**src/rdo_pkg.sv**
```systemverilog
//----------------------------------------
// Luma 4x4 RDO shared definitions
//----------------------------------------

package rdo_pkg;

    //----------------------------------------
    // Data widths
    //----------------------------------------
    // Signed residual coefficient
    localparam int COEF_W   = 16;
    // Signed quantized level
    localparam int LEVEL_W  = 16;
    // Coefficients in one 4x4 block
    localparam int NUM_COEF = 16;
    // Block cost, sum of squared levels
    localparam int COST_W   = 32;
    // Intra mode number
    localparam int MODE_W   = 4;
    // Quantizer parameter, legal 0 to 51
    localparam int QP_W     = 6;
    // Candidate count, legal 1 to 9
    localparam int CNT_W    = 4;
    // Scale table entry
    localparam int SCALE_W  = 14;
    // Quantizer right shift amount
    localparam int SHIFT_W  = 5;

    //----------------------------------------
    // Quantizer constants
    //----------------------------------------
    // Level magnitude clamp, keeps 16 squares below 2^32
    localparam logic [LEVEL_W-1:0] LEVEL_MAX = 16'd2047;
    // qp steps per doubling of the step size
    localparam logic [QP_W-1:0] QP_PERIOD = 6'd6;
    // Base shift, total shift adds qp / 6
    localparam logic [SHIFT_W-1:0] QBITS_BASE = 5'd15;
    // Scale by qp % 6, entry 0 in the low bits
    localparam logic [5:0][SCALE_W-1:0] QUANT_SCALE = {
        14'd7282, 14'd8192, 14'd9362, 14'd10082, 14'd11916, 14'd13107
    };

    // Controller states
    typedef enum logic [2:0] {
        IDLE,
        WAIT_COEF,
        QUANT,
        COST,
        UPDATE,
        FINISH
    } rdo_state_e;

endpackage

```
**src/cand_counter.sv**
```systemverilog
//----------------------------------------
// Candidate completion counter
//----------------------------------------
`timescale 1ns/1ps

module cand_counter (
    input  logic                    clk,
    input  logic                    rst_n,
    input  logic                    clear,
    input  logic                    count_en,
    input  logic [rdo_pkg::CNT_W-1:0] cand_count,
    output logic                    last_cand
);

    // Requested number of candidates
    logic [rdo_pkg::CNT_W-1:0] target_q;
    // Candidates already costed
    logic [rdo_pkg::CNT_W-1:0] done_cnt;

    always_ff @(posedge clk or negedge rst_n) begin
        if (!rst_n) begin
            target_q <= '0;
            done_cnt <= '0;
        end else if (clear) begin
            // New block latches its count
            target_q <= cand_count;
            done_cnt <= '0;
        end else if (count_en) begin
            done_cnt <= done_cnt + 1'b1;
        end
    end

    // Next completion is the final one
    assign last_cand = ((done_cnt + 1'b1) == target_q);

endmodule

```
**config.mk**
```make
export PLATFORM = sky130hd
export DESIGN_NAME = cand_counter
export DESIGN_NICKNAME = d
export VERILOG_FILES = /design/src/rdo_pkg.sv /design/src/cand_counter.sv
export SDC_FILE = /design/constraint.sdc
export NUM_CORES = 1
export LEC_CHECK = 0
export BUFFER_PORTS_ARGS = -buffer_cell sky130_fd_sc_hd__buf_2
export CAP_MARGIN = 20
export CORE_AREA = 2 2 39 41
export DETAILED_ROUTE_END_ITERATION = 10
export DIE_AREA = 0 0 41 43
export HOLD_SLACK_MARGIN = 0.02
export PLACE_DENSITY = 0.6
export SYNTH_ARGS = -nofsm -noshare
export SYNTH_HDL_FRONTEND = slang
export SYNTH_SLANG_ARGS = --single-unit
```
**constraint.sdc**
```tcl
create_clock -name clk -period 1.5 [get_ports clk]
set_input_delay 0.3 -clock clk [delete_from_list [all_inputs] [get_ports clk]]
set_output_delay 0.3 -clock clk [all_outputs]
set_load 0.02 [all_outputs]
```
# Word level (Yosys, flattened, before mapping)
# Index checks and enable logic that the tools add are counted.
[totals] ff_bits=8 out_inout_bits=1 word_cells=7
[classes] addsub=1 eq_ne=1 mux=2 reduce_logical=1
[ops] operator="$mux 4" n=2
[ops] operator="$add 4x1->4 const B" n=1
[ops] operator="$eq 4x4->1" n=1
[ops] operator="$reduce_bool 2->1" n=1

# Longest topological paths before layout
[logic_depth] ltp_word=3 ltp_mapped=4 ltp_nobuf=4

# Worst setup path after synthesis
# Ideal clock, no wire load.
[synth_path] kind="register to output" start="register done_cnt[0] (netlist bit)" end="output last_cand" arrival_ps=1611 required_ps=1200 setup_slack_ps=-411 path_stages_with_launch=4 cell_sequence="dfrtp_1 ha_1 xor2_1 nor4_1"
[synth_between] elab_chain_cells=2
[synth_lines] element="start: declaration" line="cand_counter.sv:18" rtl="logic [rdo_pkg::CNT_W-1:0] done_cnt;"
[synth_lines] element="start signal: assignment" line="cand_counter.sv:29" rtl="done_cnt <= done_cnt + 1'b1;"
[synth_lines] element="$add 4x1->4" line="cand_counter.sv:34" rtl="assign last_cand = ((done_cnt + 1'b1) == target_q);"
[synth_lines] element="$eq 4x4->1" line="cand_counter.sv:34"
[synth_lines] element="end: declaration" line="cand_counter.sv:12" rtl="output logic last_cand"
# Every way passes these cells.

# Final worst setup path
# Same ends and word-level chain as after synthesis.

==> results_dict.tcl <==
set metrics [dict create \
    final_common_cell "dfrtp_1" \
    path_class "reg -> out" \
    diodes 0 \
    numPortBuffers 8 \
    cts_sinks 8 \
    leakage_nw 0.256 \
    synth_fp_nets 41 \
    post_drt_wl_per_cell_um 11.7 \
    intPower_uw 399 \
    fin_nets 57 \
    syn_inst 32 \
    end_kind "primary output" \
    pre_cts_slack_ps -103 \
    fillerInstances 133 \
    ys_ff_latch 8 \
    die_x_um 41 \
    synth.avg_cell_area_um2 12.1 \
    rsz0062_at_grt "yes" \
    fin_crit_sh_pct 120 \
    clock_path_buffers 2 \
    globalRouteOverflowTotal 0 \
    grt_max_degree 9 \
    slew_headroom_pct 82.7 \
    cts_max_level 1 \
    maxSlewViolCount 0 \
    antenna_left 0 \
    cts-root-buf "clkbuf_4" \
    powerDensity_mw_per_mm2 931 \
    wl_um 725 \
    die-area_mm2 0.00176 \
    seqPwrFrac_pct 45.8 \
    drt_pass1_iterations 1 \
    ys_seq_area_share_pct 51.8 \
    clkPwrFrac_pct 29.4 \
    cp_max_fo 2 \
    post-route-min-period_ps 1800 \
    final_util_pct 42.3 \
    outcome "finished, violations left" \
    core.rowCount 14 \
    grt_pass1_wl_um 1240 \
    layout_common_cells "8 x dfrtp_1, 7 x buf_2, 4 x nor2_1, 4 x mux2_2" \
    cp-start-kind "flop" \
    die_h_um 43 \
    cp.arrival_ps 1500 \
    fmax_mhz 557 \
    timing.hold.ws_ps 283 \
    via_count 269 \
    swShare_pct 26.7 \
    synth_warnings 0 \
    combinationalPowerShare_pct 24.8 \
    clkLatencyLatePin_ps 250 \
    synthesis.area_um2 387 \
    drive_gt1_share_pct 56.5 \
    maxCapViolations 0 \
    viasPerCell 4.34 \
    tightest_slew_ps 257 \
    yosys.area.top_type "dfrtp_1" \
    violations "negative setup slack" \
    finClkSkew_ps 2.12 \
    ioPinCount 9 \
    cts_tree "built" \
    setup_slack_ps -296 \
    start_util_pct 27.9 \
    drtIter0Drc 0 \
    area_growth_pct 51.5 \
    p_sw_uw 146 \
    path_clk_slew_ps 50 \
    placedInstanceArea_um2 475 \
    setup_violations 1 \
    synth_cell_types 12 \
    hold_viol 0 \
    synth_top_area_share_pct 51.8 \
    gp_congestion 0.750 \
    cts_buffers 3 \
    peakVddDrop_mv 0.549 \
    gr-usage-all-layers_pct 10.6 \
    grt_pass1_vias 281 \
    synth_area_leaders "dfrtp_1 52%, mux2_2 12%, xnor2_1 11%" \
    postLayoutCellArea_um2 586 \
    antenna_found_initial 0 \
    dp_hpwl_um 503 \
    critPathRequiredTime_ps 1200 \
    core_mm2 0.00138 \
    drc 0 \
    worstHoldPathType "in -> reg" \
]
==> power groups by stage <==
stage | Clock, mW | Combinational (mW) | Sequential [mW]
floorplan | 0 | 0.0681 | 0.248
global placement | 0 | 0.100 | 0.248
detailed placement | 0 | 0.103 | 0.248
CTS | 0.167 | 0.130 | 0.249
global route | 0.180 | 0.148 | 0.252
finish | 0.160 | 0.135 | 0.250
==> per-stage QoR <==
step	instances	total power, mW	setup TNS [ps]
floorplan	32	0.316	-76.6
global placement	57	0.348	-90.6
CTS	62	0.547	-321
global route	62	0.581	-360
detailed placement	57	0.351	-103
finish	62	0.545	-296
==> cells by family after synthesis <==
family / synth area share, %
XOR/XNOR: 20.4
AND/OR/NAND/NOR: 9.38
flip-flops: 51.8
multiplexers: 14.2
buffers and inverters: 0.970
adder cells (fa/ha/maj): 3.24
==> state kept, by name (all words and copies together) (netlist names) <==
name,flops
done_cnt,4
target_q,4
==> critical path, cell delays in order, from the launching register on <==
cell     delay (ps)
dfrtp_1         420
ha_4            270
xor2_2          150
nor4_4          240
buf_4           170
==> cells in the mapped netlist <==
library cell and count:
nand4_1 1, clkbuf_1 1, nor2_1 4, nand3_1 1, xor2_1 4, ha_1 1
mux2_2 4, nor4_1 1, xnor2_1 5, nand2_1 1, dfrtp_1 8, mux2i_1 1
==> area by class of cell <==
cell class / instances / area, um2 / share of cell area (%)
timing repair buffer: 12 / 82.6 / 14.1
tap: 16 / 20.0 / 3.42
multi-input combinational: 23 / 260 / 44.4
clock buffer: 3 / 22.5 / 3.85
sequential: 8 / 200 / 34.2
==> per-layer routing <==
layer | GRT usage [%] | up-vias | wire length, um
li1 | - | 136 | -
met1 | 15.5 | 128 | 334
met2 | 15.3 | 5 | 361
met3 | 1.57 | 0 | 29
met4 | 4.00 | 0 | 0
met5 | 0 | - | 0
==> worst paths after layout <==
check | to | depth (start not counted) | slack (ps) | startpoint
max | last_cand | 4 | -300 | done_cnt[0]
min | target_q[3] | 2 | 280 | cand_count[3]
max reg2reg | done_cnt[3] | 5 | 390 | done_cnt[0]
min reg2reg | target_q[0] | 1 | 530 | target_q[0]
max in group asynchronous | done_cnt[2] | 2 | 900 | rst_n
min in group asynchronous | done_cnt[3] | 2 | 430 | rst_n
==> repair_timing <==
item | in CTS | in global routing
resized for setup | 7 | 4
endpoints found under the setup margin | 1 | 1
pin swaps | 6 | 1
buffers inserted | 1 | 0
endpoints found under the hold margin | 8 | 0
hold buffers | 1 | 0
(Power assumes the default switching activity.)
