[src/rdo_pkg.sv]
//----------------------------------------
// Luma 4x4 RDO shared definitions
//----------------------------------------

package rdo_pkg;

    //----------------------------------------
    // Data widths
    //----------------------------------------
    // Signed residual coefficient
    localparam int COEF_W   = 16;
    // Signed quantized level
    localparam int LEVEL_W  = 16;
    // Coefficients in one 4x4 block
    localparam int NUM_COEF = 16;
    // Block cost, sum of squared levels
    localparam int COST_W   = 32;
    // Intra mode number
    localparam int MODE_W   = 4;
    // Quantizer parameter, legal 0 to 51
    localparam int QP_W     = 6;
    // Candidate count, legal 1 to 9
    localparam int CNT_W    = 4;
    // Scale table entry
    localparam int SCALE_W  = 14;
    // Quantizer right shift amount
    localparam int SHIFT_W  = 5;

    //----------------------------------------
    // Quantizer constants
    //----------------------------------------
    // Level magnitude clamp, keeps 16 squares below 2^32
    localparam logic [LEVEL_W-1:0] LEVEL_MAX = 16'd2047;
    // qp steps per doubling of the step size
    localparam logic [QP_W-1:0] QP_PERIOD = 6'd6;
    // Base shift, total shift adds qp / 6
    localparam logic [SHIFT_W-1:0] QBITS_BASE = 5'd15;
    // Scale by qp % 6, entry 0 in the low bits
    localparam logic [5:0][SCALE_W-1:0] QUANT_SCALE = {
        14'd7282, 14'd8192, 14'd9362, 14'd10082, 14'd11916, 14'd13107
    };

    // Controller states
    typedef enum logic [2:0] {
        IDLE,
        WAIT_COEF,
        QUANT,
        COST,
        UPDATE,
        FINISH
    } rdo_state_e;

endpackage

[src/rdo_ctrl.sv]
//----------------------------------------
// RDO candidate sequencer
//----------------------------------------
`timescale 1ns/1ps

module rdo_ctrl (
    input  logic                clk,
    input  logic                rst_n,
    input  logic                start,
    input  logic                coef_valid,
    input  logic                cost_done,
    input  logic                last_cand,
    output rdo_pkg::rdo_state_e state,
    output logic                cap_en,
    output logic                sel_clear,
    output logic                sel_update,
    output logic                busy,
    output logic                done
);

    rdo_pkg::rdo_state_e state_next;
    // Last candidate flag sampled when its cost completes
    logic                last_q;

    //----------------------------------------
    // State register
    //----------------------------------------
    always_ff @(posedge clk or negedge rst_n) begin
        if (!rst_n) begin
            state  <= rdo_pkg::IDLE;
            last_q <= 1'b0;
        end else begin
            state <= state_next;
            // Counter flag is valid before its increment on cost_done
            if (state == rdo_pkg::COST && cost_done) begin
                last_q <= last_cand;
            end else if (sel_clear) begin
                last_q <= 1'b0;
            end
        end
    end

    //----------------------------------------
    // Next state
    //----------------------------------------
    always_comb begin
        state_next = state;
        case (state)
            rdo_pkg::IDLE: begin
                if (start) begin
                    state_next = rdo_pkg::WAIT_COEF;
                end
            end
            rdo_pkg::WAIT_COEF: begin
                if (coef_valid) begin
                    state_next = rdo_pkg::QUANT;
                end
            end
            // Levels register during this cycle
            rdo_pkg::QUANT: state_next = rdo_pkg::COST;
            // Hold until the squared sum is ready
            rdo_pkg::COST: begin
                if (cost_done) begin
                    state_next = rdo_pkg::UPDATE;
                end
            end
            rdo_pkg::UPDATE: begin
                state_next = last_q ? rdo_pkg::FINISH : rdo_pkg::WAIT_COEF;
            end
            rdo_pkg::FINISH: state_next = rdo_pkg::IDLE;
            default: state_next = rdo_pkg::IDLE;
        endcase
    end

    // Start only honoured while idle
    assign sel_clear  = (state == rdo_pkg::IDLE) && start;
    // Coefficients only taken while waiting
    assign cap_en     = (state == rdo_pkg::WAIT_COEF) && coef_valid;
    assign sel_update = (state == rdo_pkg::UPDATE);
    assign busy       = (state != rdo_pkg::IDLE);
    // One cycle, busy drops right after
    assign done       = (state == rdo_pkg::FINISH);

endmodule

[config.mk]
export PLATFORM = sky130hd
export DESIGN_NAME = rdo_ctrl
export DESIGN_NICKNAME = d
export VERILOG_FILES = /design/src/rdo_pkg.sv /design/src/rdo_ctrl.sv
export SDC_FILE = /design/constraint.sdc
export NUM_CORES = 1
export LEC_CHECK = 0
export BUFFER_PORTS_ARGS = -buffer_cell sky130_fd_sc_hd__buf_2
export CAP_MARGIN = 10
export CORE_AREA = 10 10 47 49
export DETAILED_ROUTE_END_ITERATION = 12
export DIE_AREA = 0 0 57 59
export HOLD_SLACK_MARGIN = 0.15
export PLACE_DENSITY = 0.38
export REMOVE_ABC_BUFFERS = 1
export SLEW_MARGIN = 20
export SYNTH_ARGS = -nofsm -noshare
export SYNTH_HDL_FRONTEND = slang
export SYNTH_SLANG_ARGS = --single-unit
[constraint.sdc]
create_clock -name clk -period 1.3 [get_ports clk]
set_clock_uncertainty 0.15 [all_clocks]
set_input_delay 0.26 -clock clk [delete_from_list [all_inputs] [get_ports clk]]
set_output_delay 0.26 -clock clk [all_outputs]
set_load 0.05 [all_outputs]
Yosys cells after proc, flatten, opt, wreduce, memory -nomap -nowiden
Cells that the tools add are included.
{ "totals": {"register_bits": 4, "latch_bits": 0, "ram_bits": 0, "romBits": 0, "inputBits": 6, "out_inout_bits": 8, "elab_cells": 24, "memories": 0} }
{ "classes": {"add_sub_neg": 0, "mul": 0, "div_mod_pow": 0, "order_cmp": 0, "n_eq_ne": 8, "n_shift": 0, "n_mux": 7, "bitwise_logic": 0, "reduce_logical": 7} }
{ "op_table": {"columns": ["operator", "n"], "rows": [
  ["one-hot mux 3 bit (5 select lines)", 1],
  ["two-way mux 3 bit", 4],
  ["equality test 3 x 2 -> 1 bit, second input constant", 2],
  ["equality test 3 bit, second input constant", 2],
  ["!= test 2 bit, second input constant", 3],
  ["equality test 3 x 1 -> 1 bit, second input constant", 1],
  ["logical AND 1 bit", 3],
  ["logical NOT 3 bit", 1],
  ["AND reduction 3 bit", 1],
  ["nonzero test 3 bit", 1],
  ["two-way mux 1 bit", 2],
  ["nonzero test 2 bit", 1]
]} }

Depth between registers and ports, before layout
{ "depth": {"ltp_word": 4, "ltp_mapped": 3} }

Least setup slack after synthesis
Ideal clock, no wire load.
{ "synth_path": {"kind": "register to output", "from": "register state[0]", "to": "output port cap_en", "t_arrival_ps": 1575, "required_time_ps": 890, "path_slack_ps": -685, "path_stages_with_launch": 3, "path_buffers": 0, "path_cell_list": "dfrtp_1 nand3_1 nor2_1"} }
{ "synth_between": {"elab_chain_cells": 2} }
{ "synth_rtl": {"columns": ["element", "line_no", "text"], "rows": [
  ["start: declaration", "rdo_ctrl.sv:13", "output rdo_pkg::rdo_state_e state,"],
  ["start signal: assignment", "rdo_ctrl.sv:30", "state <= rdo_pkg::IDLE;"],
  ["start signal: assignment", "rdo_ctrl.sv:33", "state <= state_next;"],
  ["equality test 3 x 1 -> 1 bit", "rdo_ctrl.sv:78", "assign cap_en = (state == rdo_pkg::WAIT_COEF) && coef_valid;"],
  ["logical AND 1 bit", "rdo_ctrl.sv:78", null],
  ["end: declaration", "rdo_ctrl.sv:14", "output logic cap_en,"]
]} }
No other way between the ends.

Final worst setup path
{ "layout_path": {"from": "register state[1]", "to": "output port busy"} }
{ "layout_between": {"elab_chain_cells": 1} }
{ "layout_rtl": {"columns": ["element", "line_no", "text"], "rows": [
  ["nonzero test 3 bit", "rdo_ctrl.sv:80", "assign busy = (state != rdo_pkg::IDLE);"],
  ["end: declaration", "rdo_ctrl.sv:17", "output logic busy,"]
]} }
No other way between the ends.

==> flow_summary.toml <==
[setup_path]
cp-start-kind = "flip-flop"
crit_start = "state[1]"
slowest_delay_ns = 0.42
cp.arrival_ns = 1.17
endpoint_kind = "output pin"
worstSetupPathType = "flip-flop to output pin"
critPathSlowestCell = "dfrtp_1"
path_buf_inv = 3
worstPathCellList = "nor3_2 -> buf_4 -> inv_2 -> buf_6"
reg2reg_from = "state[1]"
critPathTopFamily = "flip-flops"
worstPathMaxFanout = 4
r2r_slack_ns = -0.02
required_ns = 0.89

[logic_synthesis]
syn_inst = 23
synth.avg_cell_area_um2 = 9.74
ys_seq_area_frac = 0.447
syn-cell-area_um2 = 224
yosys_warnings = 0
synth_cell_types = 17
ys_ff_latch = 4

[layout]
antenna_cells = 0
nets = 55
final_cells = 63
drive_above_1_share = 0.617
synthToLayoutAreaGrowth_pct = 103
final_cell_mix = "7 x buf_6, 6 x buf_4, 5 x buf_2"
layout_commonest_cell = "buf_6"

[drt]
antenna_left = 0
wire_per_inst_um = 12.1
vias = 277
first_pass_iters = 1
drc_errors = 0
drt_wl_total_um = 763
drt_iter0_markers = 0
viasPerCell = 4.40

[worst_hold_path]
min-delay-path-class = "input port to flip-flop"
hold_start = "cost_done"

[place]
placedCellCount = 58
place_ws_ns = -0.115
gp_congestion = 0.721
io_buffers = 13

[run_status]
status = "complete, but fails checks"
violations = "negative setup slack"

[global_routing]
grt_max_degree = 9
antenna_found_initial = 0
grt_usage = 0.0555
grt_first_pass_wirelength_um = 1290
grt_overflow = 0
grt_pass1_vias = 306

[power]
p_leak_nw = 0.227
max-vdd-ir-drop_mv = 1.20
power_mw = 1.27
p_per_area_nw_per_um2 = 2800

[timing]
finalHoldViolCount = 0
fin_crit_ns = 1.58
fin_crit_sh = 1.22
fin_ws_ns = -0.282
tns_ns = -1.46
worst_pin_slew_ns = 0.195
report.final.slew_viol_count = 0
max_freq_ghz = 0.632
grt_setup_unrepaired = "yes"
finalSetupViolations = 8
relSlewSlack = 0.869

[clock_network]
clockRootBuffer = "clkbuf_4"
clock-sinks = 4
cts_htree_levels = 1
cts_buffers = 3
path_clk_slew_ns = 0.04
clock_path_buffers = 2
postCtsSetupBuffers = 0
cts_tree = "yes"
clock_latency_ns = 0.24

[floorplanning]
start_util = 0.160
die_area_um2 = 3360
die_y_um = 59
core.rowCount = 14
ioPinCount = 14
die_w_um = 57
core-area_um2 = 1400

[run]
maxCapViolations = 0
[report_power, final]
part | switching (mW) | leakage [nW] | internal [mW]
Sequential | 0.0638 | 0.0487 | 0.178
Combinational | 0.504 | 0.164 | 0.372
Clock | 0.0530 | 0.0138 | 0.103
Total | 0.621 | 0.227 | 0.653
[routing by layer]
metal / wire, um / share of wire / track usage / vias up
met2: 297 / 0.39 / 0.0667 / 15
met3: 142 / 0.19 / 0.0579 / 2
li1: - / - / - / 134
met1: 297 / 0.39 / 0.0444 / 126
met5: 0 / 0 / 0 / -
met4: 27 / 0.035 / 0.0705 / 0
[worst min-delay path, cell delays in order]
cell	delay, ns
buf_2	0.10
nand2_1	0.05
nand2_1	0.05
a21oi_1	0.06
[kinds of logic (layout without fill, tap and decap cells)]
family	Yosys count	count (layout)	share of synthesized area
AOI/OAI and AO/OA	7	7	0.212
DFF	4	4	0.447
buffers and inverters	2	26	0.0335
and+or+nand+nor	10	10	0.307
[stage by stage]
| stage | hold WS (ns) | util | instance area [um^2] |
|---|---|---|---|
| 6_report | 0.168 | 0.325 | 455 |
| 5_1_grt | 0.170 | 0.325 | 455 |
| 4_1_cts | 0.157 | 0.320 | 448 |
| 3_5_place_dp | -0.0797 | 0.253 | 354 |
| 3_3_place_gp | -0.0822 | 0.253 | 354 |
| 2_1_floorplan | -0.186 | - | 224 |
[sequential cells by signal, indices dropped and copies added (netlist names)]
signal	count
last_q	1
state	3
[synthesized netlist by cell type]
library cell	instances	area [um^2]
and3_2	1	7.51
o21ai_0	1	5.00
nor3b_2	1	12.5
o221a_1	1	11.3
nor3_2	1	10.0
a21o_1	1	7.51
a22o_1	1	8.76
inv_2	1	3.75
a21oi_1	3	15.0
and4b_1	1	10.0
nand3_1	1	5.00
and2_1	1	6.26
dfrtp_1	4	100
inv_1	1	3.75
nor2_1	1	3.75
nand2_1	2	7.51
nor2b_1	1	6.26
[path summary, 6_finish.rpt]
| kind | endpoint | cells after the start |
|---|---|---|
| max | busy | 4 |
| min reg2reg | state[2] | 1 |
| min in group asynchronous | last_q | 2 |
| min | state[1] | 4 |
| max in group asynchronous | state[2] | 2 |
| max reg2reg | last_q | 4 |
[area by class of cell]
class / count / area (um^2)
Clock buffer: 3 / 22.5
Fill cell: 162 / 946
Inverter: 2 / 7.51
Multi-Input combinational cell: 17 / 120
Sequential cell: 4 / 101
Tap cell: 16 / 20.0
Timing Repair Buffer: 21 / 184
[repair_timing]
action / in CTS / in global routing
hold buffers: 2 / 0
hold endpoints to repair: 5 / 0
pin swaps: 1 / 0
gates resized for setup: 17 / 3
endpoints found under the setup margin: 9 / 10
(Power assumes the default switching activity.)
