File: src/rdo_pkg.sv
//----------------------------------------
// Luma 4x4 RDO shared definitions
//----------------------------------------

package rdo_pkg;

    //----------------------------------------
    // Data widths
    //----------------------------------------
    // Signed residual coefficient
    localparam int COEF_W   = 16;
    // Signed quantized level
    localparam int LEVEL_W  = 16;
    // Coefficients in one 4x4 block
    localparam int NUM_COEF = 16;
    // Block cost, sum of squared levels
    localparam int COST_W   = 32;
    // Intra mode number
    localparam int MODE_W   = 4;
    // Quantizer parameter, legal 0 to 51
    localparam int QP_W     = 6;
    // Candidate count, legal 1 to 9
    localparam int CNT_W    = 4;
    // Scale table entry
    localparam int SCALE_W  = 14;
    // Quantizer right shift amount
    localparam int SHIFT_W  = 5;

    //----------------------------------------
    // Quantizer constants
    //----------------------------------------
    // Level magnitude clamp, keeps 16 squares below 2^32
    localparam logic [LEVEL_W-1:0] LEVEL_MAX = 16'd2047;
    // qp steps per doubling of the step size
    localparam logic [QP_W-1:0] QP_PERIOD = 6'd6;
    // Base shift, total shift adds qp / 6
    localparam logic [SHIFT_W-1:0] QBITS_BASE = 5'd15;
    // Scale by qp % 6, entry 0 in the low bits
    localparam logic [5:0][SCALE_W-1:0] QUANT_SCALE = {
        14'd7282, 14'd8192, 14'd9362, 14'd10082, 14'd11916, 14'd13107
    };

    // Controller states
    typedef enum logic [2:0] {
        IDLE,
        WAIT_COEF,
        QUANT,
        COST,
        UPDATE,
        FINISH
    } rdo_state_e;

endpackage

File: src/best_mode_sel.sv
//----------------------------------------
// Minimum cost mode selector
//----------------------------------------
`timescale 1ns/1ps

module best_mode_sel (
    input  logic                       clk,
    input  logic                       rst_n,
    input  logic                       clear,
    input  logic                       update,
    input  logic [rdo_pkg::MODE_W-1:0] cand_mode,
    input  logic [rdo_pkg::COST_W-1:0] cost,
    output logic [rdo_pkg::MODE_W-1:0] best_mode,
    output logic [rdo_pkg::COST_W-1:0] best_cost
);

    // Strictly lower, so the earliest of equal costs stays
    logic better;

    assign better = (cost < best_cost);

    always_ff @(posedge clk or negedge rst_n) begin
        if (!rst_n) begin
            best_mode <= '0;
            best_cost <= '1;
        end else if (clear) begin
            // All ones, any real cost beats it
            best_mode <= '0;
            best_cost <= '1;
        end else if (update && better) begin
            best_mode <= cand_mode;
            best_cost <= cost;
        end
    end

endmodule

File: config.mk
export PLATFORM = sky130hd
export DESIGN_NAME = best_mode_sel
export DESIGN_NICKNAME = d
export VERILOG_FILES = /design/src/rdo_pkg.sv /design/src/best_mode_sel.sv
export SDC_FILE = /design/constraint.sdc
export NUM_CORES = 1
export LEC_CHECK = 0
export ABC_AREA = 1
export BUFFER_PORTS_ARGS = -buffer_cell sky130_fd_sc_hd__clkbuf_2
export CAP_MARGIN = 20
export CORE_MARGIN = 2
export CORE_UTILIZATION = 48
export DETAILED_ROUTE_END_ITERATION = 8
export PLACE_DENSITY = 0.75
export SYNTH_ARGS = -nofsm -noshare
export SYNTH_HDL_FRONTEND = slang
export SYNTH_SLANG_ARGS = --single-unit
File: constraint.sdc
create_clock -name clk -period 1.89 [get_ports clk]
set_input_delay 0 -clock clk [delete_from_list [all_inputs] [get_ports clk]]
set_output_delay 0 -clock clk [all_outputs]
set_load 0.02 [all_outputs]
# After elaboration in Yosys (flattened, before gate mapping)
# Cells that the tools add are included.
dict set report op_classes {
  n_addsub 0
  n_mul 0
  div_mod_pow 0
  order_cmp 1
  n_eq_ne 0
  shifts 0
  muxes 4
  n_bitwise 0
  reduce_logical 2
}
# operator n
set ops {}
lappend ops {{32-bit 2-to-1 mux} 2}
lappend ops {{32-bit < comparator} 1}
lappend ops {{4-bit 2-to-1 mux} 2}
lappend ops {{2-bit nonzero test} 1}
lappend ops {{1-bit logical AND} 1}
dict set report totals {
  register_bits 36
  latchBits 0
  ram_bits 0
  mem_bits_ro 0
  output_inout_bits 36
  mem_count 0
}

# Longest topological paths before layout
# Gate-level depths: netlist of run 1.
dict set report depth {
  ltp_word 4
  ltp_mapped 16
}

# Worst setup path after synthesis of run 1
# OpenSTA, ideal clock, no wires.
dict set report synth_timing {
  kind {register -> register}
  from {register best_cost[31] (netlist bit)}
  to {register best_cost[10] (netlist bit)}
  arrival_time_ns 1.916
  path_slack_ns -0.087
  path_stages_with_launch 13
  path_buffers 1
  period_less_slack_ns 1.977
  cell_sequence {dfstp_2 inv_1 ha_1 nand2_1 nand2_1 nor3_2 nand2_1 nor2_4 nand2_8 nand2_8 buf_12 nand2_4 nand2_2}
}
dict set report synth_between {
  elab_chain_cells 3
}
# element line
set synth_lines {}
lappend synth_lines {{from (decl)} best_mode_sel.sv:14} ;# output logic [rdo_pkg::COST_W-1:0] best_cost
lappend synth_lines {{from (signal assigned)} best_mode_sel.sv:32} ;# best_cost <= cost;
lappend synth_lines {{32-bit < comparator} best_mode_sel.sv:20} ;# assign better = (cost < best_cost);
lappend synth_lines {{1-bit logical AND} best_mode_sel.sv:30} ;# end else if (update && better) begin
lappend synth_lines {{2-bit nonzero test (no source line)} n/a}
# No other way between the ends.
# A chain may end at the register's enable or synchronous reset.

# Worst setup path in the final report of run 1
dict set report layout_timing {
  from {register best_cost[20] (netlist bit)}
  to {register best_cost[7] (netlist bit)}
}
# Same word-level chain as after synthesis.

==> reports/qor.tcl, run 1 <==
set qor(fraction_of_layout_cells_with_a_size_suffix_above_1_pct) 69.9
set qor(final_nets) 509
set qor(required_time_worst_endpoint_ns) 2.13
set qor(grt.overflow.total) 0
set qor(holdCritPathClass) {input pin to register}
set qor(filler_cell_count) 447
set qor(critical_path.max_fanout) 8
set qor(synthTopCellsByArea) {dfstp_2 29%, ha_1 13%, nand2_4 12%}
set qor(run_status) {finished, violations left}
set qor(max-cap-violations) 0
set qor(detailroute.via_count) 2561
set qor(largest_area_contributor_in_the_synthesized_netlist) {dfstp_2}
set qor(cts_tree) {yes}
set qor(critical_path.startpoint) {best_cost[20]}
set qor(floorplan.rows) 28
set qor(initial_utilization_pct) 49.1
set qor(critical_path.reg2reg.startpoint) {best_cost[20]}
set qor(grt_antenna_before_repair) 0
set qor(peakVddDrop_mv) 0.437
set qor(failed_checks) {setup timing}
set qor(setup-tns-final_ns) -2.58
set qor(grtUsageTotal_pct) 22.0
set qor(drt-vias-per-instance) 4.98
set qor(worst-slew-pin-transition_ns) 0.536
set qor(global_route_wire_length_before_repair_microns) 11300
set qor(tritoncts_num_sinks) 36
set qor(synth_cell_types) 27
set qor(antennaDiodeCount) 0
set qor(worstSetupStartpointType) {register}
set qor(cp_slowest_cell) {dfstp_2}
set qor(synth.net_count) 394
set qor(clkSlewWorstSetupHoldPaths_ns) 0.07
set qor(vias_in_the_first_global_route) 2534
set qor(grt_max_degree) 28
set qor(maxSlewViolCount) 0
set qor(yosysWarnings) 0
set qor(timing.max_slew.rel_slack_pct) 64.3
set qor(pwr_density_cell_nw_per_um2) 768
set qor(place_ws_ns) -0.121
set qor(max_stage_delay_ns) 0.53
set qor(drt_iter0_markers) 79
set qor(die_area_sq_um) 6660
set qor(kind_of_end_point_of_the_critical_path) {register}
set qor(worst_path_dominant_cell_family) {flip-flops}
set qor(synth_area_sq_um) 2890
set qor(numCtsBuffers) 5
set qor(layout_commonest_cell) {clkbuf_2}
set qor(final_hold_slack_ns) 0.0279
set qor(sequential_cell_area_fraction_in_the_yosys_report_pct) 32.5
set qor(setup.worst_path.class) {register to register}
set qor(floorplan.io_pins) 76
set qor(max_freq_mhz) 500
set qor(fin_ws_ns) -0.108
set qor(setup_viol_count_final) 36
set qor(hp-start) {cost[3]}
set qor(worst-endpoint-arrival_ns) 2.24
set qor(finalHoldViolCount) 0
set qor(coreArea_sq_um) 5890
set qor(post_synth_inst_count) 323
set qor(die_x_microns) 81.6
set qor(clock-root-buffer) {clkbuf_8}
set qor(gp_routability_congestion) 0.826
set qor(postSynthAreaPerCell_sq_um) 8.95
set qor(drt_pass_1_iters) 4
set qor(hpwlAfterDp_microns) 5010
set qor(avgRoutedWirePerCell_microns) 14.9
set qor(clkLatencyLatePin_ns) 0.29
set qor(post-route-period-util_pct) 106
set qor(die_height_microns) 81.6
set qor(htree_levels) 2
set qor(yosys.area.top_type_share_pct) 29.1
set qor(area.growth.synth_to_final_pct) 43.2
set qor(rsz_0062_raised_after_global_routing) {yes}
set qor(top_library_cells_by_usage_in_the_layout_fill_and_taps_aside) {75 x clkbuf_2, 37 x nand2_2, 34 x nand2_4}
set qor(fin_skew_ns) 0.00153
set qor(worstPathCellList) {inv_1 -> ha_1 -> a21oi_4 -> o21a_1 -> a21oi_4 -> nor2_4 -> nand2_8 -> nand2_8 -> buf_12 -> nand2_4 -> nand2_2}
set qor(finalWorstPathRequiredPeriod_ns) 2.00
set qor(cellLeakagePower_nw) 2.11
set qor(ys_ff_latch) 36
set qor(antenna_left) 0
set qor(drt-total-wl_microns) 7660
set qor(worstPathBufferInverterCount) 2
set qor(route.detailed.drc) 0
set qor(buffer_ports.inserted) 75
set qor(ctsLongestPathBuffers) 2
## cells by family after synthesis
group / synth area share (%)
compound gates: 3.81
simple gates: 41.3
flops: 32.5
buf+inv: 8.91
fa+ha+maj: 13.4
## state kept, by name, indices dropped and copies added, names as in the netlist
| signal | flops |
|---|---|
| best_cost | 32 |
| best_mode | 4 |
## cell type report
cell class	count	area, sq um	share of cell area [%]
Inverter	41	154	3.72
Timing Repair Buffer	121	828	20.0
Multi-Input combinational cell	233	2030	49.1
Sequential cell	36	941	22.7
Clock buffer	8	90.1	2.18
Tap cell	75	93.8	2.27
## report_power, final
group | internal [mW] | switching (mW)
sequential | 0.962 | 0.0815
combinational | 0.685 | 0.861
clock | 0.298 | 0.293
total | 1.94 | 1.24
## layer usage
| metal | GRT usage [%] | wire, microns | part of all wire, % |
|---|---|---|---|
| met5 | 0 | 0 | 0 |
| met4 | 7.00 | 95 | 1.2 |
| met3 | 4.29 | 401 | 5.2 |
| met2 | 39.3 | 3980 | 52 |
| met1 | 26.7 | 3170 | 41 |
## stage by stage
stage                     cells  utilization (%)  power [mW]  instance area (sq um)
final                       514             70.3        3.18                   4140
after global routing        514             70.3        3.37                   4140
after CTS                   512             67.2        3.03                   3950
after detailed placement    498             61.0        2.31                   3590
after global placement      498             61.0        2.28                   3590
after floorplan             323                -        1.85                   2890
## path summary, 6_finish.rpt
check	slack (ns)	end	depth (start not counted)
min in group asynchronous	0.22	best_mode[2]	2
max in group asynchronous	0.97	best_cost[13]	3
hold / removal	0.03	best_cost[3]	4
hold reg to reg	0.51	best_cost[26]	2
setup reg to reg	-0.11	best_cost[7]	11
setup / recovery	-0.11	best_cost[7]	11
## worst min-delay path, cell delays in order
cell and delay, ns:
clkbuf_2 0.09, or2_2 0.12, nand2_4 0.04, nand2_2 0.04
## synthesized netlist by cell type (all sizes together)
| cell | n |
|---|---|
| nand3 | 37 |
| inv | 40 |
| o21ai | 4 |
| nand4 | 7 |
| nor2 | 6 |
| nand2 | 98 |
| clkinv | 1 |
| buf | 6 |
| dfstp | 32 |
| or2 | 31 |
| nor3 | 3 |
| ha | 31 |
| clkbuf | 7 |
| dfrtp | 4 |
| a21oi | 15 |
| o21a | 1 |
## repair_timing
action	CTS	global route
pin swaps	8	12
buffers inserted	1	1
hold buffers	5	0
endpoints found under the hold margin	8	0
cloned	1	1
setup endpoints to repair	36	36
resized for setup	30	35
Note: power is estimated with default switching activity, not from simulation.
==> run 2: changes to the inputs <==
- SETUP_SLACK_MARGIN: unset -> 0.1
==> run 2 against run 1 <==
Compared with the run above: the run still ends with setup timing left; largest power group unchanged; combinational power is 3% lower; flip-flop and latch count unchanged; global-route usage up 0.15 points; die area stayed put; total power decreased by 1.5%; first-iteration DRC count fell by 2.5%; sequential power about the same; register-to-register slack lost 0.04 ns; maximum frequency decreased by 1.9%.
==> reports/qor.tcl, run 2 (same netlist as run 1, synthesis figures left out) <==
set qor(vias_in_the_first_global_route) 2568 ;# was 2534
set qor(switching_share_pct) 38.4 ;# was 38.9%
set qor(fin_cells) 514 ;# unchanged
set qor(place_ws_ns) -0.128 ;# was -0.121 ns
set qor(drt-total-wl_microns) 7640 ;# was 7660 microns
set qor(fin_skew_ns) 0.00167 ;# was 0.00153 ns
set qor(clockPowerShare_pct) 18.6 ;# about the same
set qor(critical_path.startpoint) {best_cost[5]} ;# was best_cost[20]
set qor(global_route_wire_length_before_repair_microns) 11400 ;# was 11300 microns
set qor(clkSlewWorstSetupHoldPaths_ns) 0.07 ;# about the same
set qor(detailroute.via_count) 2600 ;# was 2561
set qor(regArea_sq_um) 941 ;# unchanged
set qor(finalHoldViolCount) 0 ;# unchanged
set qor(worstSetupStartpointType) {register} ;# unchanged
set qor(grt_antenna_before_repair) 0 ;# unchanged
set qor(route.detailed.drc) 0 ;# unchanged
set qor(worst-slew-pin-transition_ns) 0.519 ;# was 0.536 ns
set qor(top_library_cells_by_usage_in_the_layout_fill_and_taps_aside) {75 x clkbuf_2, 37 x nand2_2, 36 x nand3_1} ;# was 75 x clkbuf_2, 37 x nand2_2, 34 x nand2_4
set qor(grt_max_degree) 28 ;# unchanged
set qor(die_area_sq_um) 6660 ;# unchanged
set qor(setup-tns-final_ns) -4.10 ;# was -2.58 ns
set qor(top_layer_used) {met4} ;# unchanged
set qor(cellLeakagePower_nw) 2.11 ;# about the same
set qor(timing.max_slew.rel_slack_pct) 65.4 ;# was 64.3%
set qor(drt_iter0_markers) 77 ;# was 79
set qor(area_of_all_placed_cells_without_fillers_sq_um) 4090 ;# was 4140 sq um
set qor(tritoncts_num_sinks) 36 ;# unchanged
set qor(floorplan.rows) 28 ;# unchanged
set qor(multi_input_area_sq_um) 1980 ;# was 2030 sq um
set qor(max_freq_mhz) 491 ;# was 500 MHz
set qor(routed-wl-met2_microns) 3960 ;# was 3980 microns
set qor(die_x_microns) 81.6 ;# unchanged
set qor(area.growth.synth_to_final_pct) 41.4 ;# was 43.2%
set qor(floorplan.io_pins) 76 ;# unchanged
set qor(antenna_left) 0 ;# unchanged
set qor(cts_tree) {yes} ;# unchanged
set qor(drt_pass_1_iters) 4 ;# unchanged
set qor(kind_of_end_point_of_the_critical_path) {register} ;# unchanged
set qor(coreArea_sq_um) 5890 ;# unchanged
set qor(avgRoutedWirePerCell_microns) 14.9 ;# about the same
set qor(gp_routability_congestion) 0.826 ;# about the same
set qor(grtUsageTotal_pct) 22.2 ;# was 22.0%
set qor(rsz_0062_raised_after_global_routing) {yes} ;# unchanged
set qor(worst-endpoint-arrival_ns) 2.27 ;# was 2.24 ns
set qor(layout_commonest_cell) {clkbuf_2} ;# unchanged
set qor(post-route-period-util_pct) 108 ;# was 106%
set qor(filler_cell_count) 449 ;# was 447
set qor(regs_by_ff_count) {best_cost (32), best_mode (4)} ;# unchanged
set qor(hp-start) {cost[16]} ;# was cost[3]
set qor(maxSlewViolCount) 0 ;# unchanged
set qor(hpwlAfterDp_microns) 4970 ;# was 5010 microns
set qor(seq_power_share_pct) 33.2 ;# was 32.8%
set qor(final_hold_slack_ns) 0.0323 ;# was 0.0279 ns
set qor(clkLatencyLatePin_ns) 0.28 ;# was 0.29 ns
set qor(holdCritPathClass) {input pin to register} ;# unchanged
set qor(setup_viol_count_final) 36 ;# unchanged
set qor(largest_register_ffs) 32 ;# unchanged
set qor(clock-root-buffer) {clkbuf_8} ;# unchanged
set qor(met3RoutedLength_microns) 348 ;# was 401 microns
set qor(grt.overflow.total) 0 ;# unchanged
set qor(required_time_worst_endpoint_ns) 2.12 ;# was 2.13 ns
set qor(run_status) {finished, violations left} ;# unchanged
set qor(cp_slowest_cell) {dfstp_2} ;# unchanged
set qor(worstPathCellList) {inv_2 -> ha_4 -> a21oi_2 -> nor2_2 -> nor3_2 -> nand2_1 -> nand2_1 -> nand2_2 -> nand2_4 -> nand2_8 -> nand2_8 -> buf_12 -> nand2_4 -> nand2_2} ;# was inv_1 -> ha_1 -> a21oi_4 -> o21a_1 -> a21oi_4 -> nor2_4 -> nand2_8 -> nand2_8 -> buf_12 -> nand2_4 -> nand2_2
set qor(max_flop_register) {best_cost} ;# unchanged
set qor(route.layer.met1.wl_microns) 3190 ;# was 3170 microns
set qor(final_nets) 509 ;# unchanged
set qor(drt-vias-per-instance) 5.06 ;# was 4.98
set qor(die_height_microns) 81.6 ;# unchanged
set qor(peakVddDrop_mv) 0.413 ;# was 0.437 mV
set qor(p_int_mw) 1.93 ;# was 1.94 mW
set qor(htree_levels) 2 ;# unchanged
set qor(power.net_switching_mw) 1.20 ;# was 1.24 mW
set qor(setup.worst_path.class) {register to register} ;# unchanged
set qor(max-cap-violations) 0 ;# unchanged
set qor(ctsLongestPathBuffers) 2 ;# unchanged
set qor(critical_path.reg2reg.startpoint) {best_cost[5]} ;# was best_cost[20]
set qor(fraction_of_layout_cells_with_a_size_suffix_above_1_pct) 67.9 ;# was 69.9%
set qor(placement.cell_area_sq_um) 3590 ;# unchanged
set qor(critical_path.max_fanout) 8 ;# unchanged
set qor(failed_checks) {setup timing} ;# unchanged
set qor(initial_utilization_pct) 49.1 ;# unchanged
set qor(buffer_ports.inserted) 75 ;# unchanged
set qor(numCtsBuffers) 5 ;# unchanged
set qor(max_stage_delay_ns) 0.55 ;# was 0.53 ns
set qor(combPwrFrac_pct) 48.2 ;# was 48.6%
set qor(pwr_density_cell_nw_per_um2) 767 ;# was 768 nW/um^2
set qor(finalWorstPathRequiredPeriod_ns) 2.04 ;# was 2.00 ns
set qor(place_inst) 498 ;# unchanged
set qor(antennaDiodeCount) 0 ;# unchanged
set qor(fin_ws_ns) -0.146 ;# was -0.108 ns
[run 2: cell types whose count changed in the layout (fill, tap and decap cells not counted), sizes merged]
cell | before | now
clkbuf | 84 | 85
buf | 40 | 39
[run 2: area by class of cell]
type / instances / area share [%]
clock buffers: 8 / 2.20
inverters: 41 / 3.76
multi-input cells: 233 / 48.5
flip-flops and latches: 36 / 23.0
well taps: 75 / 2.30
repair buffers: 121 / 20.2
[run 2: timing repair]
item | in CTS | in global routing
hold buffers | 5 | 0
hold endpoints to repair | 8 | 0
resized for setup | 32 | 19
gates cloned | 0 | 2
endpoints found under the setup margin | 36 | 36
buffers inserted | 0 | 2
pin swaps | 3 | 14
[run 2: final timing paths]
check	slack, ns	endpoint	cells past startpoint
min in group asynchronous	0.22	best_mode[2]	2
max	-0.15	best_cost[5]	14
min	0.03	best_cost[16]	4
max reg2reg	-0.15	best_cost[5]	14
min reg2reg	0.51	best_cost[26]	2
max in group asynchronous	0.96	best_cost[21]	3
[run 2: critical path, delay by kind of cell (launching register included)]
| family | cells | cell delay [ns] |
|---|---|---|
| flip-flops | 1 | 0.55 |
| adder cells (fa/ha/maj) | 1 | 0.21 |
| AND/OR/NAND/NOR | 10 | 0.84 |
| AO/OA/AOI/OAI | 1 | 0.14 |
| buffers and inverters | 2 | 0.22 |
[run 2: metal layers]
layer / GRT usage, % / vias to the layer above
met2: 39.0 / 78
met3: 4.73 / 17
li1: - / 1261
met4: 6.50 / 0
met5: 0 / -
met1: 27.3 / 1244
[run 2: power groups by stage]
stage | Combinational [mW] | Clock, mW | Sequential [mW]
final | 1.51 | 0.583 | 1.04
after global placement | 1.24 | 0 | 1.04
after detailed placement | 1.27 | 0 | 1.04
after CTS | 1.39 | 0.596 | 1.04
after floorplan | 0.652 | 0 | 1.20
after global routing | 1.64 | 0.627 | 1.05
[run 2: per-stage QoR]
stage                     power, mW  util [%]
final                          3.13      69.5
after global routing           3.32      69.5
after CTS                      3.02      67.0
after detailed placement       2.31      61.0
after global placement         2.28      61.0
after floorplan                1.85         -
==> run 3: changes to the inputs <==
- CORE_ASPECT_RATIO: unset -> 1.5
==> run 3 against run 2 <==
Compared with the run above: the run still ends with setup timing left; design area grew 10%; sequential power about the same; final cell count grew 1.2%; die area grew 0.19%; largest power group unchanged; core utilization grew 7.8 points; flip-flop and latch count is the same.
==> reports/qor.tcl, run 3 (same netlist as run 1, synthesis figures left out) <==
set qor(area.growth.synth_to_final_pct) 55.7 ;# was 41.4%
set qor(cts_tree) {yes} ;# unchanged
set qor(place_ws_ns) -0.148 ;# was -0.128 ns
set qor(worst-slew-pin-transition_ns) 0.599 ;# was 0.519 ns
set qor(grtUsageTotal_pct) 24.4 ;# was 22.2%
set qor(top_library_cells_by_usage_in_the_layout_fill_and_taps_aside) {75 x clkbuf_2, 39 x nand2_2, 36 x buf_4} ;# was 75 x clkbuf_2, 37 x nand2_2, 36 x nand3_1
set qor(hp-start) {cost[26]} ;# was cost[16]
set qor(floorplan.rows) 34 ;# was 28
set qor(layout_commonest_cell) {clkbuf_2} ;# unchanged
set qor(drt-total-wl_microns) 8950 ;# was 7640 microns
set qor(initial_utilization_pct) 49.6 ;# was 49.1%
set qor(cp_slowest_cell) {dfstp_2} ;# unchanged
set qor(tritoncts_num_sinks) 36 ;# unchanged
set qor(worst_hold_path.endpoint) {best_cost[26]} ;# was best_cost[16]
set qor(pwr_density_cell_nw_per_um2) 764 ;# was 767 nW/um^2
set qor(buffer_ports.inserted) 75 ;# unchanged
set qor(ctsLongestPathBuffers) 2 ;# unchanged
set qor(route.detailed.drc) 0 ;# unchanged
set qor(critical_path.reg2reg.startpoint) {best_cost[11]} ;# was best_cost[5]
set qor(finish.utilization_pct) 77.3 ;# was 69.5%
set qor(avgRoutedWirePerCell_microns) 17.2 ;# was 14.9 microns
set qor(run_status) {finished, violations left} ;# unchanged
set qor(vias_in_the_first_global_route) 2731 ;# was 2568
set qor(grt_antenna_before_repair) 0 ;# unchanged
set qor(max_stage_delay_ns) 0.55 ;# about the same
set qor(holdCritPathClass) {input pin to register} ;# unchanged
set qor(post-route-period-util_pct) 111 ;# was 108%
set qor(finalWorstPathRequiredPeriod_ns) 2.11 ;# was 2.04 ns
set qor(worst_path_dominant_cell_family) {flip-flops} ;# was simple AND/OR/NAND/NOR gates
set qor(antennaDiodeCount) 0 ;# unchanged
set qor(finalHoldViolCount) 0 ;# unchanged
set qor(fin_skew_ns) 0.00936 ;# was 0.00167 ns
set qor(cellLeakagePower_nw) 2.23 ;# was 2.11 nW
set qor(regs_by_ff_count) {best_cost (32), best_mode (4)} ;# unchanged
set qor(largest_register_ffs) 32 ;# unchanged
set qor(worstPathBufferInverterCount) 3 ;# was 2
set qor(r2r_endpoint) {best_cost[13]} ;# was best_cost[5]
set qor(hpwlAfterDp_microns) 5150 ;# was 4970 microns
set qor(fraction_of_layout_cells_with_a_size_suffix_above_1_pct) 76.8 ;# was 67.9%
set qor(max-cap-violations) 0 ;# unchanged
set qor(clkLatencyLatePin_ns) 0.29 ;# was 0.28 ns
set qor(grt_max_degree) 32 ;# was 28
set qor(maxSlewViolCount) 0 ;# unchanged
set qor(kind_of_end_point_of_the_critical_path) {register} ;# unchanged
set qor(global_route_wire_length_before_repair_microns) 12500 ;# was 11400 microns
set qor(clkSlewWorstSetupHoldPaths_ns) 0.08 ;# was 0.07 ns
set qor(die_height_microns) 99.1 ;# was 81.6 microns
set qor(die_area_sq_um) 6670 ;# was 6660 sq um
set qor(peakVddDrop_mv) 0.515 ;# was 0.413 mV
set qor(grt.overflow.total) 0 ;# unchanged
set qor(path_common_cell) {nand2_2}
set qor(numCtsBuffers) 5 ;# unchanged
set qor(drt_pass_1_iters) 4 ;# unchanged
set qor(drt_iter0_markers) 112 ;# was 77
set qor(antenna_left) 0 ;# unchanged
set qor(drt-vias-per-instance) 5.23 ;# was 5.06
set qor(clock-root-buffer) {clkbuf_8} ;# unchanged
set qor(rsz_0062_raised_after_global_routing) {yes} ;# unchanged
set qor(setup.worst_path.class) {register to register} ;# unchanged
set qor(max_flop_register) {best_cost} ;# unchanged
set qor(gp_routability_congestion) 0.817 ;# was 0.826
set qor(final_nets) 518 ;# was 509
set qor(max_freq_mhz) 475 ;# was 491 MHz
set qor(failed_checks) {setup timing} ;# unchanged
set qor(reg2reg_setup_slack_ns) -0.22 ;# was -0.15 ns
set qor(setup_viol_count_final) 36 ;# unchanged
set qor(coreArea_sq_um) 5830 ;# was 5890 sq um
set qor(timing.max_slew.rel_slack_pct) 59.8 ;# was 65.4%
set qor(die_x_microns) 67.4 ;# was 81.6 microns
set qor(fin_ws_ns) -0.217 ;# was -0.146 ns
set qor(r2r_cells) 12 ;# was 14
set qor(critical_path.max_fanout) 4 ;# was 8
set qor(floorplan.io_pins) 76 ;# unchanged
set qor(required_time_worst_endpoint_ns) 2.11 ;# was 2.12 ns
set qor(worstSetupStartpointType) {register} ;# unchanged
set qor(worst-endpoint-arrival_ns) 2.33 ;# was 2.27 ns
set qor(worstPathCellList) {inv_1 -> ha_1 -> a21oi_1 -> o21ai_1 -> a21oi_2 -> nand2_2 -> nand2_4 -> nand2_8 -> buf_8 -> clkbuf_16 -> nand3_2 -> nand2_2} ;# was inv_2 -> ha_4 -> a21oi_2 -> nor2_2 -> nor3_2 -> nand2_1 -> nand2_1 -> nand2_2 -> nand2_4 -> nand2_8 -> nand2_8 -> buf_12 -> nand2_4 -> nand2_2
set qor(cells_on_worst_hold_path) 4 ;# unchanged
set qor(htree_levels) 2 ;# unchanged
set qor(detailroute.via_count) 2720 ;# was 2600
==> run 3: final cells by class <==
class,count,area [sq um]
Fill cell,347,1330
Clock buffer,8,90.1
Timing Repair Buffer,130,1000
Multi-Input combinational cell,233,2230
Sequential cell,36,941
Inverter,41,154
Tap cell,72,90.1
==> run 3: worst register-to-register path, cell delays in order, from the launching register on <==
cell and delay, ns:
dfstp_2 0.55, inv_1 0.05, ha_1 0.29, a21oi_1 0.18, o21ai_1 0.11, a21oi_2 0.17, nand2_2 0.08, nand2_4 0.10
nand2_8 0.08, buf_8 0.15, clkbuf_16 0.16, nand3_2 0.06, nand2_2 0.06
==> run 3: worst max path at each step <==
stage,startpoint,to,slack (ns),cells after the start
floorplan,best_cost[5],best_cost[10],-0.07,14
global placement,best_cost[31],best_cost[13],-0.11,12
detailed placement,best_cost[5],best_cost[9],-0.15,14
CTS,best_cost[31],best_cost[12],-0.12,12
global route,best_cost[11],best_cost[8],-0.32,12
finish,best_cost[11],best_cost[13],-0.22,12
==> run 3: repair_timing <==
action	CTS	global route
resized for setup	56	46
hold buffers	5	0
buffers inserted	5	2
endpoints found under the hold margin	8	0
pin swaps	22	32
cloned	3	3
setup endpoints to repair	36	36
==> run 3: metal layers <==
| layer | vias to the layer above | global-route usage, % | part of all wire [%] |
|---|---|---|---|
| li1 | 1282 | - | - |
| met1 | 1312 | 27.5 | 36 |
| met2 | 100 | 44.2 | 57 |
| met3 | 26 | 3.65 | 4.1 |
| met4 | 0 | 10.4 | 3.2 |
| met5 | - | 0 | 0 |
==> run 3: power breakdown <==
group          leakage, nW  switching, mW  internal, mW
Combinational         1.79          0.974         0.837
Clock               0.0455          0.284         0.298
Sequential           0.391         0.0874         0.963
==> run 3: metrics by stage <==
step / instance area, sq um / instances / setup TNS, ns / power (mW) / hold slack (ns)
floorplan: 2890 / 323 / -2.16 / 1.85 / -0.296
global placement: 3620 / 496 / -3.12 / 2.31 / 0.00640
detailed placement: 3620 / 496 / -4.25 / 2.34 / 0.00601
CTS: 4170 / 515 / -3.02 / 3.17 / 0.0330
global route: 4500 / 520 / -10.74 / 3.63 / 0.0476
finish: 4500 / 520 / -6.84 / 3.44 / 0.0364
